$ cat src/hdl/core_config.svh
`ifndef CORE_CONFIG_SVH
`define CORE_CONFIG_SVH

// data path and address width
`define CORE_XLEN 32

// first fetch address after reset
`define CORE_RESET_PC 32'h0000_0000

// architectural integer registers
`define CORE_REG_COUNT 32

// addi x0,x0,0 used as pipeline bubble
`define CORE_NOP 32'h0000_0013

`endif

$ cat src/hdl/core_pkg.sv
`include "core_config.svh"

package core_pkg;

    // rv32i major opcodes
    typedef enum logic [6:0] {
        OP_LOAD   = 7'b0000011,
        OP_FENCE  = 7'b0001111,
        OP_IMM    = 7'b0010011,
        OP_AUIPC  = 7'b0010111,
        OP_STORE  = 7'b0100011,
        OP_REG    = 7'b0110011,
        OP_LUI    = 7'b0110111,
        OP_BRANCH = 7'b1100011,
        OP_JALR   = 7'b1100111,
        OP_JAL    = 7'b1101111,
        OP_SYSTEM = 7'b1110011
    } opcode_e;

    typedef enum logic [3:0] {
        ALU_ADD, ALU_SUB, ALU_SLL, ALU_SLT, ALU_SLTU, ALU_XOR,
        ALU_SRL, ALU_SRA, ALU_OR, ALU_AND, ALU_PASS_B
    } alu_op_e;

    // encoded exactly as the load funct3 field
    typedef enum logic [2:0] {
        LK_BYTE   = 3'b000,
        LK_HALF   = 3'b001,
        LK_WORD   = 3'b010,
        LK_BYTE_U = 3'b100,
        LK_HALF_U = 3'b101
    } load_kind_e;

    typedef struct packed {
        logic [`CORE_XLEN-1:0] instr;
        logic [`CORE_XLEN-1:0] pc;
    } fx_payload_t;

    typedef struct packed {
        logic                  reg_we;
        logic [4:0]            rd;
        logic                  is_load;
        load_kind_e            load_kind;
        logic [`CORE_XLEN-1:0] result;
        logic [`CORE_XLEN-1:0] ram_rdata;
    } xw_payload_t;

endpackage

$ cat src/hdl/execute_unit.sv
`timescale 1ns/100ps
`include "core_config.svh"

module execute_unit import core_pkg::*; (
    input  logic [`CORE_XLEN-1:0] pc_i,
    input  logic [4:0]            rs1_i,
    input  logic [4:0]            rs2_i,
    input  logic [`CORE_XLEN-1:0] rs1_data_i,
    input  logic [`CORE_XLEN-1:0] rs2_data_i,
    input  logic [`CORE_XLEN-1:0] imm_i,
    input  alu_op_e               alu_op_i,
    input  logic                  use_imm_i,
    input  logic                  use_pc_i,
    input  logic                  is_branch_i,
    input  logic                  is_jal_i,
    input  logic                  is_jalr_i,
    input  logic [2:0]            funct3_i,
    input  logic                  wb_we_i,
    input  logic [4:0]            wb_rd_i,
    input  logic [`CORE_XLEN-1:0] wb_data_i,
    output logic [`CORE_XLEN-1:0] result_o,
    output logic [`CORE_XLEN-1:0] store_data_o,
    output logic                  redirect_o,
    output logic [`CORE_XLEN-1:0] target_o
);

    logic [`CORE_XLEN-1:0] rs1_fwd;
    logic [`CORE_XLEN-1:0] rs2_fwd;
    logic [`CORE_XLEN-1:0] op_a;
    logic [`CORE_XLEN-1:0] op_b;
    logic [`CORE_XLEN-1:0] alu_res;
    logic [`CORE_XLEN-1:0] jalr_sum;
    logic                  taken;

    ////////////////////////////////////////
    // forwarding from W
    ////////////////////////////////////////
    assign rs1_fwd = (wb_we_i && wb_rd_i != 5'd0 && wb_rd_i == rs1_i) ? wb_data_i : rs1_data_i;
    assign rs2_fwd = (wb_we_i && wb_rd_i != 5'd0 && wb_rd_i == rs2_i) ? wb_data_i : rs2_data_i;

    assign op_a = use_pc_i  ? pc_i  : rs1_fwd;
    assign op_b = use_imm_i ? imm_i : rs2_fwd;

    ////////////////////////////////////////
    // alu
    ////////////////////////////////////////
    always_comb begin
        case (alu_op_i)
            ALU_SUB:    alu_res = op_a - op_b;
            ALU_SLL:    alu_res = op_a << op_b[4:0];
            ALU_SLT:    alu_res = {31'b0, $signed(op_a) < $signed(op_b)};
            ALU_SLTU:   alu_res = {31'b0, op_a < op_b};
            ALU_XOR:    alu_res = op_a ^ op_b;
            ALU_SRL:    alu_res = op_a >> op_b[4:0];
            ALU_SRA:    alu_res = $unsigned($signed(op_a) >>> op_b[4:0]);
            ALU_OR:     alu_res = op_a | op_b;
            ALU_AND:    alu_res = op_a & op_b;
            ALU_PASS_B: alu_res = op_b;
            default:    alu_res = op_a + op_b;
        endcase
    end

    // link address for jumps
    assign result_o     = (is_jal_i || is_jalr_i) ? pc_i + 32'd4 : alu_res;
    assign store_data_o = rs2_fwd;

    ////////////////////////////////////////
    // branch decision and target
    ////////////////////////////////////////
    always_comb begin
        case (funct3_i)
            3'b000:  taken = (rs1_fwd == rs2_fwd);
            3'b001:  taken = (rs1_fwd != rs2_fwd);
            3'b100:  taken = ($signed(rs1_fwd) < $signed(rs2_fwd));
            3'b101:  taken = ($signed(rs1_fwd) >= $signed(rs2_fwd));
            3'b110:  taken = (rs1_fwd < rs2_fwd);
            3'b111:  taken = (rs1_fwd >= rs2_fwd);
            default: taken = 1'b0;
        endcase
    end

    assign jalr_sum   = rs1_fwd + imm_i;
    assign target_o   = is_jalr_i ? {jalr_sum[`CORE_XLEN-1:1], 1'b0} : pc_i + imm_i;
    assign redirect_o = is_jal_i || is_jalr_i || (is_branch_i && taken);

endmodule

$ cat src/hdl/instr_decoder.sv
`timescale 1ns/100ps
`include "core_config.svh"

module instr_decoder import core_pkg::*; (
    input  logic [`CORE_XLEN-1:0] instr_i,
    output logic [4:0]            rs1_o,
    output logic [4:0]            rs2_o,
    output logic [4:0]            rd_o,
    output logic [`CORE_XLEN-1:0] imm_o,
    output alu_op_e               alu_op_o,
    output logic                  use_imm_o,
    output logic                  use_pc_o,
    output logic                  is_branch_o,
    output logic                  is_jal_o,
    output logic                  is_jalr_o,
    output logic                  is_load_o,
    output logic                  is_store_o,
    output logic                  reg_write_o,
    output logic [2:0]            funct3_o,
    output load_kind_e            load_kind_o
);

    logic [`CORE_XLEN-1:0] imm_i_type;
    logic [`CORE_XLEN-1:0] imm_s_type;
    logic [`CORE_XLEN-1:0] imm_b_type;
    logic [`CORE_XLEN-1:0] imm_u_type;
    logic [`CORE_XLEN-1:0] imm_j_type;

    // funct3 to alu op, alt selects sub / sra
    function automatic alu_op_e alu_from_funct3(input logic [2:0] f3, input logic alt);
        case (f3)
            3'b000:  return alt ? ALU_SUB : ALU_ADD;
            3'b001:  return ALU_SLL;
            3'b010:  return ALU_SLT;
            3'b011:  return ALU_SLTU;
            3'b100:  return ALU_XOR;
            3'b101:  return alt ? ALU_SRA : ALU_SRL;
            3'b110:  return ALU_OR;
            default: return ALU_AND;
        endcase
    endfunction

    assign rs1_o    = instr_i[19:15];
    assign rs2_o    = instr_i[24:20];
    assign rd_o     = instr_i[11:7];
    assign funct3_o = instr_i[14:12];

    ////////////////////////////////////////
    // immediate formats
    ////////////////////////////////////////
    assign imm_i_type = {{20{instr_i[31]}}, instr_i[31:20]};
    assign imm_s_type = {{20{instr_i[31]}}, instr_i[31:25], instr_i[11:7]};
    assign imm_b_type = {{19{instr_i[31]}}, instr_i[31], instr_i[7], instr_i[30:25],
                         instr_i[11:8], 1'b0};
    assign imm_u_type = {instr_i[31:12], 12'b0};
    assign imm_j_type = {{11{instr_i[31]}}, instr_i[31], instr_i[19:12], instr_i[20],
                         instr_i[30:21], 1'b0};

    ////////////////////////////////////////
    // control levels
    ////////////////////////////////////////
    always_comb begin
        imm_o       = '0;
        alu_op_o    = ALU_ADD;
        use_imm_o   = 1'b0;
        use_pc_o    = 1'b0;
        is_branch_o = 1'b0;
        is_jal_o    = 1'b0;
        is_jalr_o   = 1'b0;
        is_load_o   = 1'b0;
        is_store_o  = 1'b0;
        reg_write_o = 1'b0;
        load_kind_o = LK_WORD;
        case (instr_i[6:0])
            OP_LUI: begin
                imm_o       = imm_u_type;
                alu_op_o    = ALU_PASS_B;
                use_imm_o   = 1'b1;
                reg_write_o = 1'b1;
            end
            OP_AUIPC: begin
                imm_o       = imm_u_type;
                use_imm_o   = 1'b1;
                use_pc_o    = 1'b1;
                reg_write_o = 1'b1;
            end
            OP_IMM: begin
                imm_o       = imm_i_type;
                // only the shift-right form has an alternate encoding here
                alu_op_o    = alu_from_funct3(instr_i[14:12],
                                              (instr_i[14:12] == 3'b101) && instr_i[30]);
                use_imm_o   = 1'b1;
                reg_write_o = 1'b1;
            end
            OP_REG: begin
                alu_op_o    = alu_from_funct3(instr_i[14:12], instr_i[30]);
                reg_write_o = 1'b1;
            end
            OP_LOAD: begin
                imm_o       = imm_i_type;
                use_imm_o   = 1'b1;
                is_load_o   = 1'b1;
                reg_write_o = 1'b1;
                load_kind_o = load_kind_e'(instr_i[14:12]);
            end
            OP_STORE: begin
                imm_o      = imm_s_type;
                use_imm_o  = 1'b1;
                is_store_o = 1'b1;
            end
            OP_BRANCH: begin
                imm_o       = imm_b_type;
                is_branch_o = 1'b1;
            end
            OP_JAL: begin
                imm_o       = imm_j_type;
                is_jal_o    = 1'b1;
                reg_write_o = 1'b1;
            end
            OP_JALR: begin
                imm_o       = imm_i_type;
                is_jalr_o   = 1'b1;
                reg_write_o = 1'b1;
            end
            // fence, system and anything unknown fall through as nop
            default: ;
        endcase
    end

endmodule

$ cat src/hdl/pipe_reg.sv
`timescale 1ns/100ps

// generic stage register, bubble on reset or flush
module pipe_reg #(
    parameter type T = logic
) (
    input  logic clk_i,
    input  logic rst_n_i,
    input  logic flush_i,
    input  T     bubble_i,
    input  T     d_i,
    output T     q_o
);

    always_ff @(posedge clk_i) begin
        if (!rst_n_i || flush_i) begin
            q_o <= bubble_i;
        end else begin
            q_o <= d_i;
        end
    end

endmodule

$ cat src/hdl/reg_file.sv
`timescale 1ns/100ps
`include "core_config.svh"

module reg_file (
    input  logic                  clk_i,
    input  logic                  rst_n_i,
    input  logic [4:0]            rs1_addr_i,
    input  logic [4:0]            rs2_addr_i,
    output logic [`CORE_XLEN-1:0] rs1_data_o,
    output logic [`CORE_XLEN-1:0] rs2_data_o,
    input  logic                  we_i,
    input  logic [4:0]            rd_addr_i,
    input  logic [`CORE_XLEN-1:0] rd_data_i
);

    logic [`CORE_XLEN-1:0] regs_q [`CORE_REG_COUNT];

    // x0 never written, so it stays at its reset zero
    always_ff @(posedge clk_i) begin
        if (!rst_n_i) begin
            for (int i = 0; i < `CORE_REG_COUNT; i++) begin
                regs_q[i] <= '0;
            end
        end else if (we_i && (rd_addr_i != 5'd0)) begin
            regs_q[rd_addr_i] <= rd_data_i;
        end
    end

    assign rs1_data_o = regs_q[rs1_addr_i];
    assign rs2_data_o = regs_q[rs2_addr_i];

endmodule

$ cat src/hdl/riscv_core.sv
`timescale 1ns/100ps
`include "core_config.svh"

module riscv_core import core_pkg::*; (
    input  logic                  clk_i,
    input  logic                  rst_n_i,
    output logic [`CORE_XLEN-1:0] rom_addr_o,
    input  logic [`CORE_XLEN-1:0] rom_rdata_i,
    output logic [`CORE_XLEN-1:0] ram_addr_o,
    output logic                  ram_we_o,
    output logic [`CORE_XLEN-1:0] ram_wdata_o,
    input  logic [`CORE_XLEN-1:0] ram_rdata_i
);

    logic [`CORE_XLEN-1:0] pc_q;
    fx_payload_t           fx_d, fx_q, fx_bubble;
    xw_payload_t           xw_d, xw_q, xw_bubble;

    // X stage decode results
    logic [4:0]            dec_rs1, dec_rs2, dec_rd;
    logic [`CORE_XLEN-1:0] dec_imm;
    alu_op_e               dec_alu_op;
    logic                  dec_use_imm, dec_use_pc;
    logic                  dec_branch, dec_jal, dec_jalr;
    logic                  dec_load, dec_store, dec_reg_write;
    logic [2:0]            dec_funct3;
    load_kind_e            dec_load_kind;
    logic [`CORE_XLEN-1:0] rs1_data, rs2_data;
    logic [`CORE_XLEN-1:0] ex_result, ex_store_data, ex_target;
    logic                  ex_redirect;

    // W stage
    logic [`CORE_XLEN-1:0] load_ext;
    logic [`CORE_XLEN-1:0] wb_data;

    ////////////////////////////////////////
    // fetch
    ////////////////////////////////////////
    always_ff @(posedge clk_i) begin
        if (!rst_n_i) begin
            pc_q <= `CORE_RESET_PC;
        end else begin
            pc_q <= ex_redirect ? ex_target : pc_q + 32'd4;
        end
    end

    assign rom_addr_o = pc_q;
    assign fx_d       = '{instr: rom_rdata_i, pc: pc_q};
    assign fx_bubble  = '{instr: `CORE_NOP, pc: `CORE_RESET_PC};

    // slot behind a taken transfer is squashed
    pipe_reg #(.T(fx_payload_t)) u_fx_reg (
        .clk_i(clk_i), .rst_n_i(rst_n_i), .flush_i(ex_redirect),
        .bubble_i(fx_bubble), .d_i(fx_d), .q_o(fx_q)
    );

    ////////////////////////////////////////
    // execute
    ////////////////////////////////////////
    instr_decoder u_decoder (
        .instr_i(fx_q.instr), .rs1_o(dec_rs1), .rs2_o(dec_rs2), .rd_o(dec_rd),
        .imm_o(dec_imm), .alu_op_o(dec_alu_op), .use_imm_o(dec_use_imm),
        .use_pc_o(dec_use_pc), .is_branch_o(dec_branch), .is_jal_o(dec_jal),
        .is_jalr_o(dec_jalr), .is_load_o(dec_load), .is_store_o(dec_store),
        .reg_write_o(dec_reg_write), .funct3_o(dec_funct3), .load_kind_o(dec_load_kind)
    );

    reg_file u_reg_file (
        .clk_i(clk_i), .rst_n_i(rst_n_i),
        .rs1_addr_i(dec_rs1), .rs2_addr_i(dec_rs2),
        .rs1_data_o(rs1_data), .rs2_data_o(rs2_data),
        .we_i(xw_q.reg_we), .rd_addr_i(xw_q.rd), .rd_data_i(wb_data)
    );

    execute_unit u_execute (
        .pc_i(fx_q.pc), .rs1_i(dec_rs1), .rs2_i(dec_rs2),
        .rs1_data_i(rs1_data), .rs2_data_i(rs2_data), .imm_i(dec_imm),
        .alu_op_i(dec_alu_op), .use_imm_i(dec_use_imm), .use_pc_i(dec_use_pc),
        .is_branch_i(dec_branch), .is_jal_i(dec_jal), .is_jalr_i(dec_jalr),
        .funct3_i(dec_funct3), .wb_we_i(xw_q.reg_we), .wb_rd_i(xw_q.rd),
        .wb_data_i(wb_data), .result_o(ex_result), .store_data_o(ex_store_data),
        .redirect_o(ex_redirect), .target_o(ex_target)
    );

    // data ram, word stores only
    assign ram_addr_o  = ex_result;
    assign ram_we_o    = dec_store;
    assign ram_wdata_o = ex_store_data;

    assign xw_d = '{reg_we: dec_reg_write, rd: dec_rd, is_load: dec_load,
                    load_kind: dec_load_kind, result: ex_result,
                    ram_rdata: dec_load ? ram_rdata_i : '0};
    assign xw_bubble = '{reg_we: 1'b0, rd: 5'd0, is_load: 1'b0, load_kind: LK_WORD,
                         result: '0, ram_rdata: '0};

    pipe_reg #(.T(xw_payload_t)) u_xw_reg (
        .clk_i(clk_i), .rst_n_i(rst_n_i), .flush_i(1'b0),
        .bubble_i(xw_bubble), .d_i(xw_d), .q_o(xw_q)
    );

    ////////////////////////////////////////
    // writeback
    ////////////////////////////////////////
    // byte and half always come from lane zero
    always_comb begin
        case (xw_q.load_kind)
            LK_BYTE:   load_ext = {{24{xw_q.ram_rdata[7]}}, xw_q.ram_rdata[7:0]};
            LK_HALF:   load_ext = {{16{xw_q.ram_rdata[15]}}, xw_q.ram_rdata[15:0]};
            LK_BYTE_U: load_ext = {24'b0, xw_q.ram_rdata[7:0]};
            LK_HALF_U: load_ext = {16'b0, xw_q.ram_rdata[15:0]};
            default:   load_ext = xw_q.ram_rdata;
        endcase
    end

    assign wb_data = xw_q.is_load ? load_ext : xw_q.result;

endmodule

$ cat config.mk
export PLATFORM = sky130hd
export DESIGN_NAME = riscv_core
export DESIGN_NICKNAME = d
export VERILOG_FILES = /design/src/hdl/core_pkg.sv /design/src/hdl/execute_unit.sv /design/src/hdl/instr_decoder.sv /design/src/hdl/pipe_reg.sv /design/src/hdl/reg_file.sv /design/src/hdl/riscv_core.sv
export VERILOG_INCLUDE_DIRS = /design/src /design/src/hdl
export SDC_FILE = /design/constraint.sdc
export NUM_CORES = 2
export LEC_CHECK = 0
export BUFFER_PORTS_ARGS = -buffer_cell sky130_fd_sc_hd__buf_2
export CAP_MARGIN = 20
export CORE_MARGIN = 3
export CORE_UTILIZATION = 30
export CTS_CLUSTER_SIZE = 40
export DETAILED_ROUTE_END_ITERATION = 8
export GPL_ROUTABILITY_DRIVEN = 1
export GPL_TIMING_DRIVEN = 0
export MAX_ROUTING_LAYER = met4
export PLACE_DENSITY = 0.44
export SYNTH_ARGS = -nofsm -noshare
export SYNTH_HDL_FRONTEND = slang
export SYNTH_HIERARCHICAL = 1
export SYNTH_SLANG_ARGS = --single-unit
$ cat constraint.sdc
create_clock -name clk_i -period 9.05 [get_ports clk_i]
set_clock_uncertainty 0.05 [all_clocks]
set_input_delay 1.81 -clock clk_i [delete_from_list [all_inputs] [get_ports clk_i]]
set_output_delay 1.81 -clock clk_i [all_outputs]
set_load 0.01 [all_outputs]
* Word level (Yosys, flattened, before mapping) *
Memory sizes are Yosys's and may differ from the RTL's. A register that Yosys moved wholly into a read port is not among the register bits.
Cells that the tools add are included.

operators by class
  add/sub/neg operators = 6
  $lt $le $gt $ge = 6
  equality and inequality tests = 33
  shifts and indexed selects = 3
  mux-type cells = 36
  bitwise gates (word level) = 3
  reductions and logical operators = 19

operators by type and width
  kind                   count
  $pmux 32 s10           1
  $mux 32                9
  $pmux 32 s5            1
  $lt 32x32->1           4
  $pmux 32 s4            1
  $add 32x32->32         3
  $add 32x3->32 const B  2
  $ge 32x32->1           2
  $pmux 4 s7             2
  $and 32x32->32         1
  $eq 32x32->1           1
  $ne 32x32->1           1
  $or 32x32->32          1
  $reduce_or 32->1       1
  $shl 32x5->32          1
  $shr 32x5->32          1
  $sshr 32x5->32         1
  $sub 32x32->32         1
  $xor 32x32->32         1
  $eq 7x6->1 const B     3
  $eq 7x7->1 const B     3
  $eq 3x3->1 const B     6
  $mux 1                 17
  $eq 4x3->1 const B     4
  21 further kinds       38

storage, ports and cells
  register bits = 170
  memory bits (writable) = 1024
  input bits = 66
  output and inout bits = 97
  word-level logic and storage cells = 116
  memories kept = 1

memory list
  name               words  width  rd ports  clocked after memory_dff  wr ports  RTL line        RTL
  u_reg_file.regs_q  32     32     2         2                         32        reg_file.sv:16  logic [`CORE_XLEN-1:0] regs_q [`CORE_REG_COUNT];

* Longest topological paths before layout *
  depth in word-level cells = 10
  depth in mapped cells = 29

* Modules after synthesis *
Netlist, hierarchy kept.

by module, submodules not included
  module                times used  cells each  area each (sq um)  seq. area each (sq um)
  reg_file              1           4609        55715.9            30749.5
  execute_unit          1           2493        16773.6            0.0
  pipe_reg at u_xw_reg  1           157         2701.3             1481.4
  riscv_core            1           343         2478.6             640.6
  pipe_reg at u_fx_reg  1           136         2381.0             1281.2
  instr_decoder         1           126         934.6              0.0

* Worst setup path after synthesis *
OpenSTA, ideal clock, no wires.

  path kind = reg2out
  start point = register u_fx_reg/q_o[53] (netlist bit)
  end point = output port ram_addr_o[30]
  data arrival time = 5856 ps
  slack = 1334 ps
  stages on the path, launching flop included = 27
  buffers on the path = 9
  cell sequence = dfxtp_1 > buf_4 > buf_2 > buf_4 > buf_2 > buf_4 > mux2i_1 > nand2_1 > a31oi_1 > nand3_1 > o311ai_4 > clkbuf_1 > clkbuf_1 > buf_1 > ha_1 > clkbuf_1 > nand2b_1 > a221oi_1 > o21a_1 > o21ai_0 > a21oi_1 > o211ai_1 > o211ai_1 > a21oi_1 > a2111oi_0 > a211oi_1 > o32a_1

between the ends
  word-level cells in the longest chain between the ends = 7

RTL lines
  what                                    RTL line            RTL
  start: declaration                      pipe_reg.sv:12      output T q_o
  start signal: assignment                pipe_reg.sv:17      q_o <= bubble_i;
  start signal: assignment                pipe_reg.sv:19      q_o <= d_i;
  $eq 5x5->1                              execute_unit.sv:39  assign rs2_fwd = (wb_we_i && wb_rd_i != 5'd0 && wb_rd_i == rs2_i) ? wb_data_i : rs2_data_i;
  $logic_and 1x1->1                       execute_unit.sv:39
  $mux 32                                 execute_unit.sv:39
  $mux 32 (*)                             execute_unit.sv:42  assign op_b = use_imm_i ? imm_i : rs2_fwd;
  $add 32x32->32 (tied with other cells)  execute_unit.sv:59  default: alu_res = op_a + op_b;
  $pmux 32 s10 (*)                        execute_unit.sv:48  case (alu_op_i)
  $mux 32 (*)                             execute_unit.sv:64  assign result_o = (is_jal_i || is_jalr_i) ? pc_i + 32'd4 : alu_res;
  end: declaration                        riscv_core.sv:9     output logic [`CORE_XLEN-1:0] ram_addr_o,

Every way passes the cells marked *; elsewhere a longest branch is shown, timed or not.

* Final worst setup path *
  start point = register u_fx_reg/q_o[47] (netlist bit)
  end point = output port ram_addr_o[31]

between the ends
  word-level cells in the longest chain between the ends = 7

RTL lines
  what                                    RTL line            RTL
  $eq 5x5->1                              execute_unit.sv:38  assign rs1_fwd = (wb_we_i && wb_rd_i != 5'd0 && wb_rd_i == rs1_i) ? wb_data_i : rs1_data_i;
  $logic_and 1x1->1                       execute_unit.sv:38
  $mux 32                                 execute_unit.sv:38
  $mux 32                                 execute_unit.sv:41  assign op_a = use_pc_i ? pc_i : rs1_fwd;
  $add 32x32->32 (tied with other cells)  execute_unit.sv:59
  $pmux 32 s10 (*)                        execute_unit.sv:48
  $mux 32 (*)                             execute_unit.sv:64

Marks and branches as above.

==> metrics.md <==
| Metric | Value |
|---|---|
| Total Nets Final | `8835` |
| Total GRT Usage | `0.330` |
| Num ports | `163` |
| Post-DRT Antenna Nets | `0` |
| Pin count of the biggest net entering global routing | `25` |
| Violated checks | `negative setup slack` |
| CTS sink count | `1194` |
| Syn_area_per_cell | `10.3 sq um` |
| Max-cap violation count | `0` |
| Worst-path clk slew | `0.06 ns` |
| # DRC | `0` |
| Die W | `526 um` |
| Post-DP HPWL | `362 mm` |
| Syn-to-layout area delta | `22.4%` |
| Main synth FF type | `edfxtp_1` |
| Post-synth EDFFs | `1024` |
| Final Hold Fails | `0` |
| Crit path max fanout | `10` |
| DRT iter0 DRCs | `8900` |
| Mux cell area share after synthesis | `0.183` |
| Seq/Total Area, Yosys | `0.422` |
| Routed length per instance | `37.5 um` |
| Clock latency on the worst-skew pair | `0.84 ns` |
| CTS Buffer Depth | `3` |
| CP arrival | `7.38 ns` |
| Post-Syn Area | `81000 sq um` |
| Wl on met1 | `184 mm` |
| Pleak | `40.2 nW` |
| H-Tree Depth | `4` |
| Fmax | `108 MHz` |
| Layout cell share with drive strength beyond 1 | `0.198` |
| Run status | `complete, but fails checks` |
| RSZ-0062 raised after global routing | `yes` |
| CTS root buf | `clkbuf_16` |
| Top sig layer | `met4` |
| Area share of xor/xnor cells in the synthesized design | `0.0124` |
| Filler instances | `26700` |
| Routed WL | `460 mm` |
| Met2 WL | `205 mm` |
| Compound-Gate Fraction of Synth Area | `0.136` |
| GP Congestion | `1.04` |
| Post-synthesis simple-gate area fraction | `0.167` |
| Row count | `190` |
| Critical Path RT | `7.19 ns` |
| Most frequent cell after synthesis | `mux2i_1` |
| Final Instance Area | `99100 sq um` |
| Slew headroom | `0.143` |
| TritonCTS Buffers | `147` |
| Tmin final | `9.24 ns` |
| YS warnings | `6` |
| Post-synthesis register bit count | `1194` |
| Peak supply drop | `0.174 mV` |
| Vias in the first global route | `68400` |
| Synth cell count leaders | `mux2i_1 (1129), and2_1 (1047), edfxtp_1 (1024), nand2_1 (464), a21oi_1 (420)` |
| Core area | `268000 sq um` |
| Total power | `21.7 mW` |
| Min-delay worst type | `flip-flop to flip-flop` |
| Placed inst area | `88900 sq um` |
| Crit path kind | `flip-flop to output pin` |
| Initial Util | `0.302` |
| Setup crit end kind | `output pin` |
| Post-synthesis adder-cell area fraction | `0.0303` |
| Largest family of logic cells by synthesized area | `multiplexers` |
| Pre-antenna DRT Iters | `6` |
| Final period util | `1.02` |
| Vias | `71000` |
| Area leader, netlist | `edfxtp_1` |
| Final WS setup | `-0.185 ns` |
| Startpoint types | `flip-flop` |
| Port Buffer Count | `162` |
| First-pass GRT wire length | `607 mm` |
| Slew @ Worst Pin | `1.29 ns` |
| Final Setup Violations | `8` |
| Synth area leaders | `edfxtp_1 (38%), mux2i_1 (14%), and2_1 (8.1%)` |
| Die area | `276000 sq um` |
| Share of the synthesized area in the top cell type | `0.380` |
| Clock tree from TritonCTS | `done` |
| Hold slack | `0.506 ns` |
| Setup TNS | `-0.626 ns` |
| Slew Viols, Final | `0` |
| Pwr/cell area | `218 nW/um^2` |
| Via-to-Cell Ratio | `5.79` |
| Die height | `526 um` |
| Finished Core Util | `0.369` |
| Met3 WL post-DR | `36.2 mm` |
| Synthesized instance count | `7864` |
| Initial antenna violation count | `54` |
| Netlist cell types | `113` |
| Grt ovf | `0` |
| Asr flop ratio synth | `0` |
-- layout make-up --
class	count	area (sq um)	share of cell area
Buffer	655	4410	0.0445
Tap cell	3552	4440	0.0448
Inverter	168	641	0.00646
Sequential cell	1194	34200	0.345
Timing Repair Buffer	421	3790	0.0383
Clock buffer	185	3930	0.0397
Antenna cell	27	67.6	0.000682
Clock inverter	82	853	0.00861
Multi-Input combinational cell	5988	46800	0.472
-- metrics by stage --
| step | instances | setup slack, ns |
|---|---|---|
| after floorplan | 8032 | 1.33 |
| after global placement | 11700 | -5.33 |
| after detailed placement | 11900 | -4.66 |
| after CTS | 12200 | -0.105 |
| after global routing | 12300 | -0.111 |
| final | 12300 | -0.185 |
-- metal layers --
layer | up-vias | global-route usage
li1 | 30400 | -
met1 | 35900 | 0.405
met2 | 3747 | 0.506
met3 | 996 | 0.0591
met4 | 0 | 0.198
met5 | - | -
-- worst max-delay path: stages (launching register included) --
cell	delay, ns
dfxtp_2	0.46
buf_4	0.23
and2_1	0.20
buf_6	0.27
clkbuf_2	0.32
a22o_1	0.33
nor3_1	0.11
a31oi_2	0.65
nand3_1	0.27
o31ai_1	0.26
a31oi_2	0.29
buf_8	0.23
ha_1	0.43
o21ai_0	0.11
a21oi_1	0.18
o21ai_0	0.10
and2_1	0.21
o31a_1	0.35
a21oi_4	0.21
a31o_4	0.20
mux2i_1	0.21
a31oi_2	0.18
a2111oi_4	0.35
a22oi_2	0.12
buf_2	0.23
-- flip-flops by register name (all words and copies together), names as in the netlist --
name	count
rom_addr_o	32
u_fx_reg/q_o	64
u_reg_file/regs_q	1024
u_xw_reg/q_o	74
-- what timing repair did --
action | in CTS | in global routing
gates cloned | 3 | 2
gates resized for setup | 778 | 247
buffers inserted | 101 | 41
setup endpoints to repair | 76 | 30
pin swaps | 75 | 68
hold buffers | 0 | 0
-- final timing paths --
kind | slack [ns] | cells after the start | from | end
max | -0.19 | 24 | u_fx_reg/q_o[47] | ram_addr_o[31]
min | 0.51 | 2 | rom_addr_o[1] | rom_addr_o[1]
max reg2reg | 0.65 | 27 | u_fx_reg/q_o[47] | rom_addr_o[27]
min reg2reg | 0.51 | 2 | rom_addr_o[1] | rom_addr_o[1]
-- power by group --
group	total [mW]	internal (mW)	switching [mW]
Sequential	6.48	6.25	0.230
Combinational	9.24	2.97	6.27
Clock	5.93	3.37	2.56
Total	21.7	12.6	9.06
-- kinds of logic after synthesis --
| group | Yosys count |
|---|---|
| and+or+nand+nor | 2492 |
| AOI/OAI and AO/OA | 1633 |
| muxes | 1383 |
| DFF | 1194 |
| buffers and inverters | 850 |
| adders and majority gates | 194 |
| xor gates and xnor gates | 115 |
| other | 3 |
-- layout by cell type (no fill, tap or decap), types with 93 or more instances in the layout --
cell type,netlist,final
buf_4,85,222
and2_1,1047,1046
a22o_1,135,130
mux2_2,113,95
clkbuf_16,0,151
buf_2,109,231
nand2_1,464,462
mux2i_1,1129,1109
o21ai_0,233,189
ha_1,191,168
nor2_1,294,290
a22oi_1,222,202
nand3_1,257,176
inv_1,162,156
conb_1,3,171
dfxtp_1,170,163
clkbuf_1,391,304
mux2_4,120,138
a21oi_1,420,396
nor3_1,107,93
edfxtp_1,1024,1024
Power figures use the tool's default switching activity.
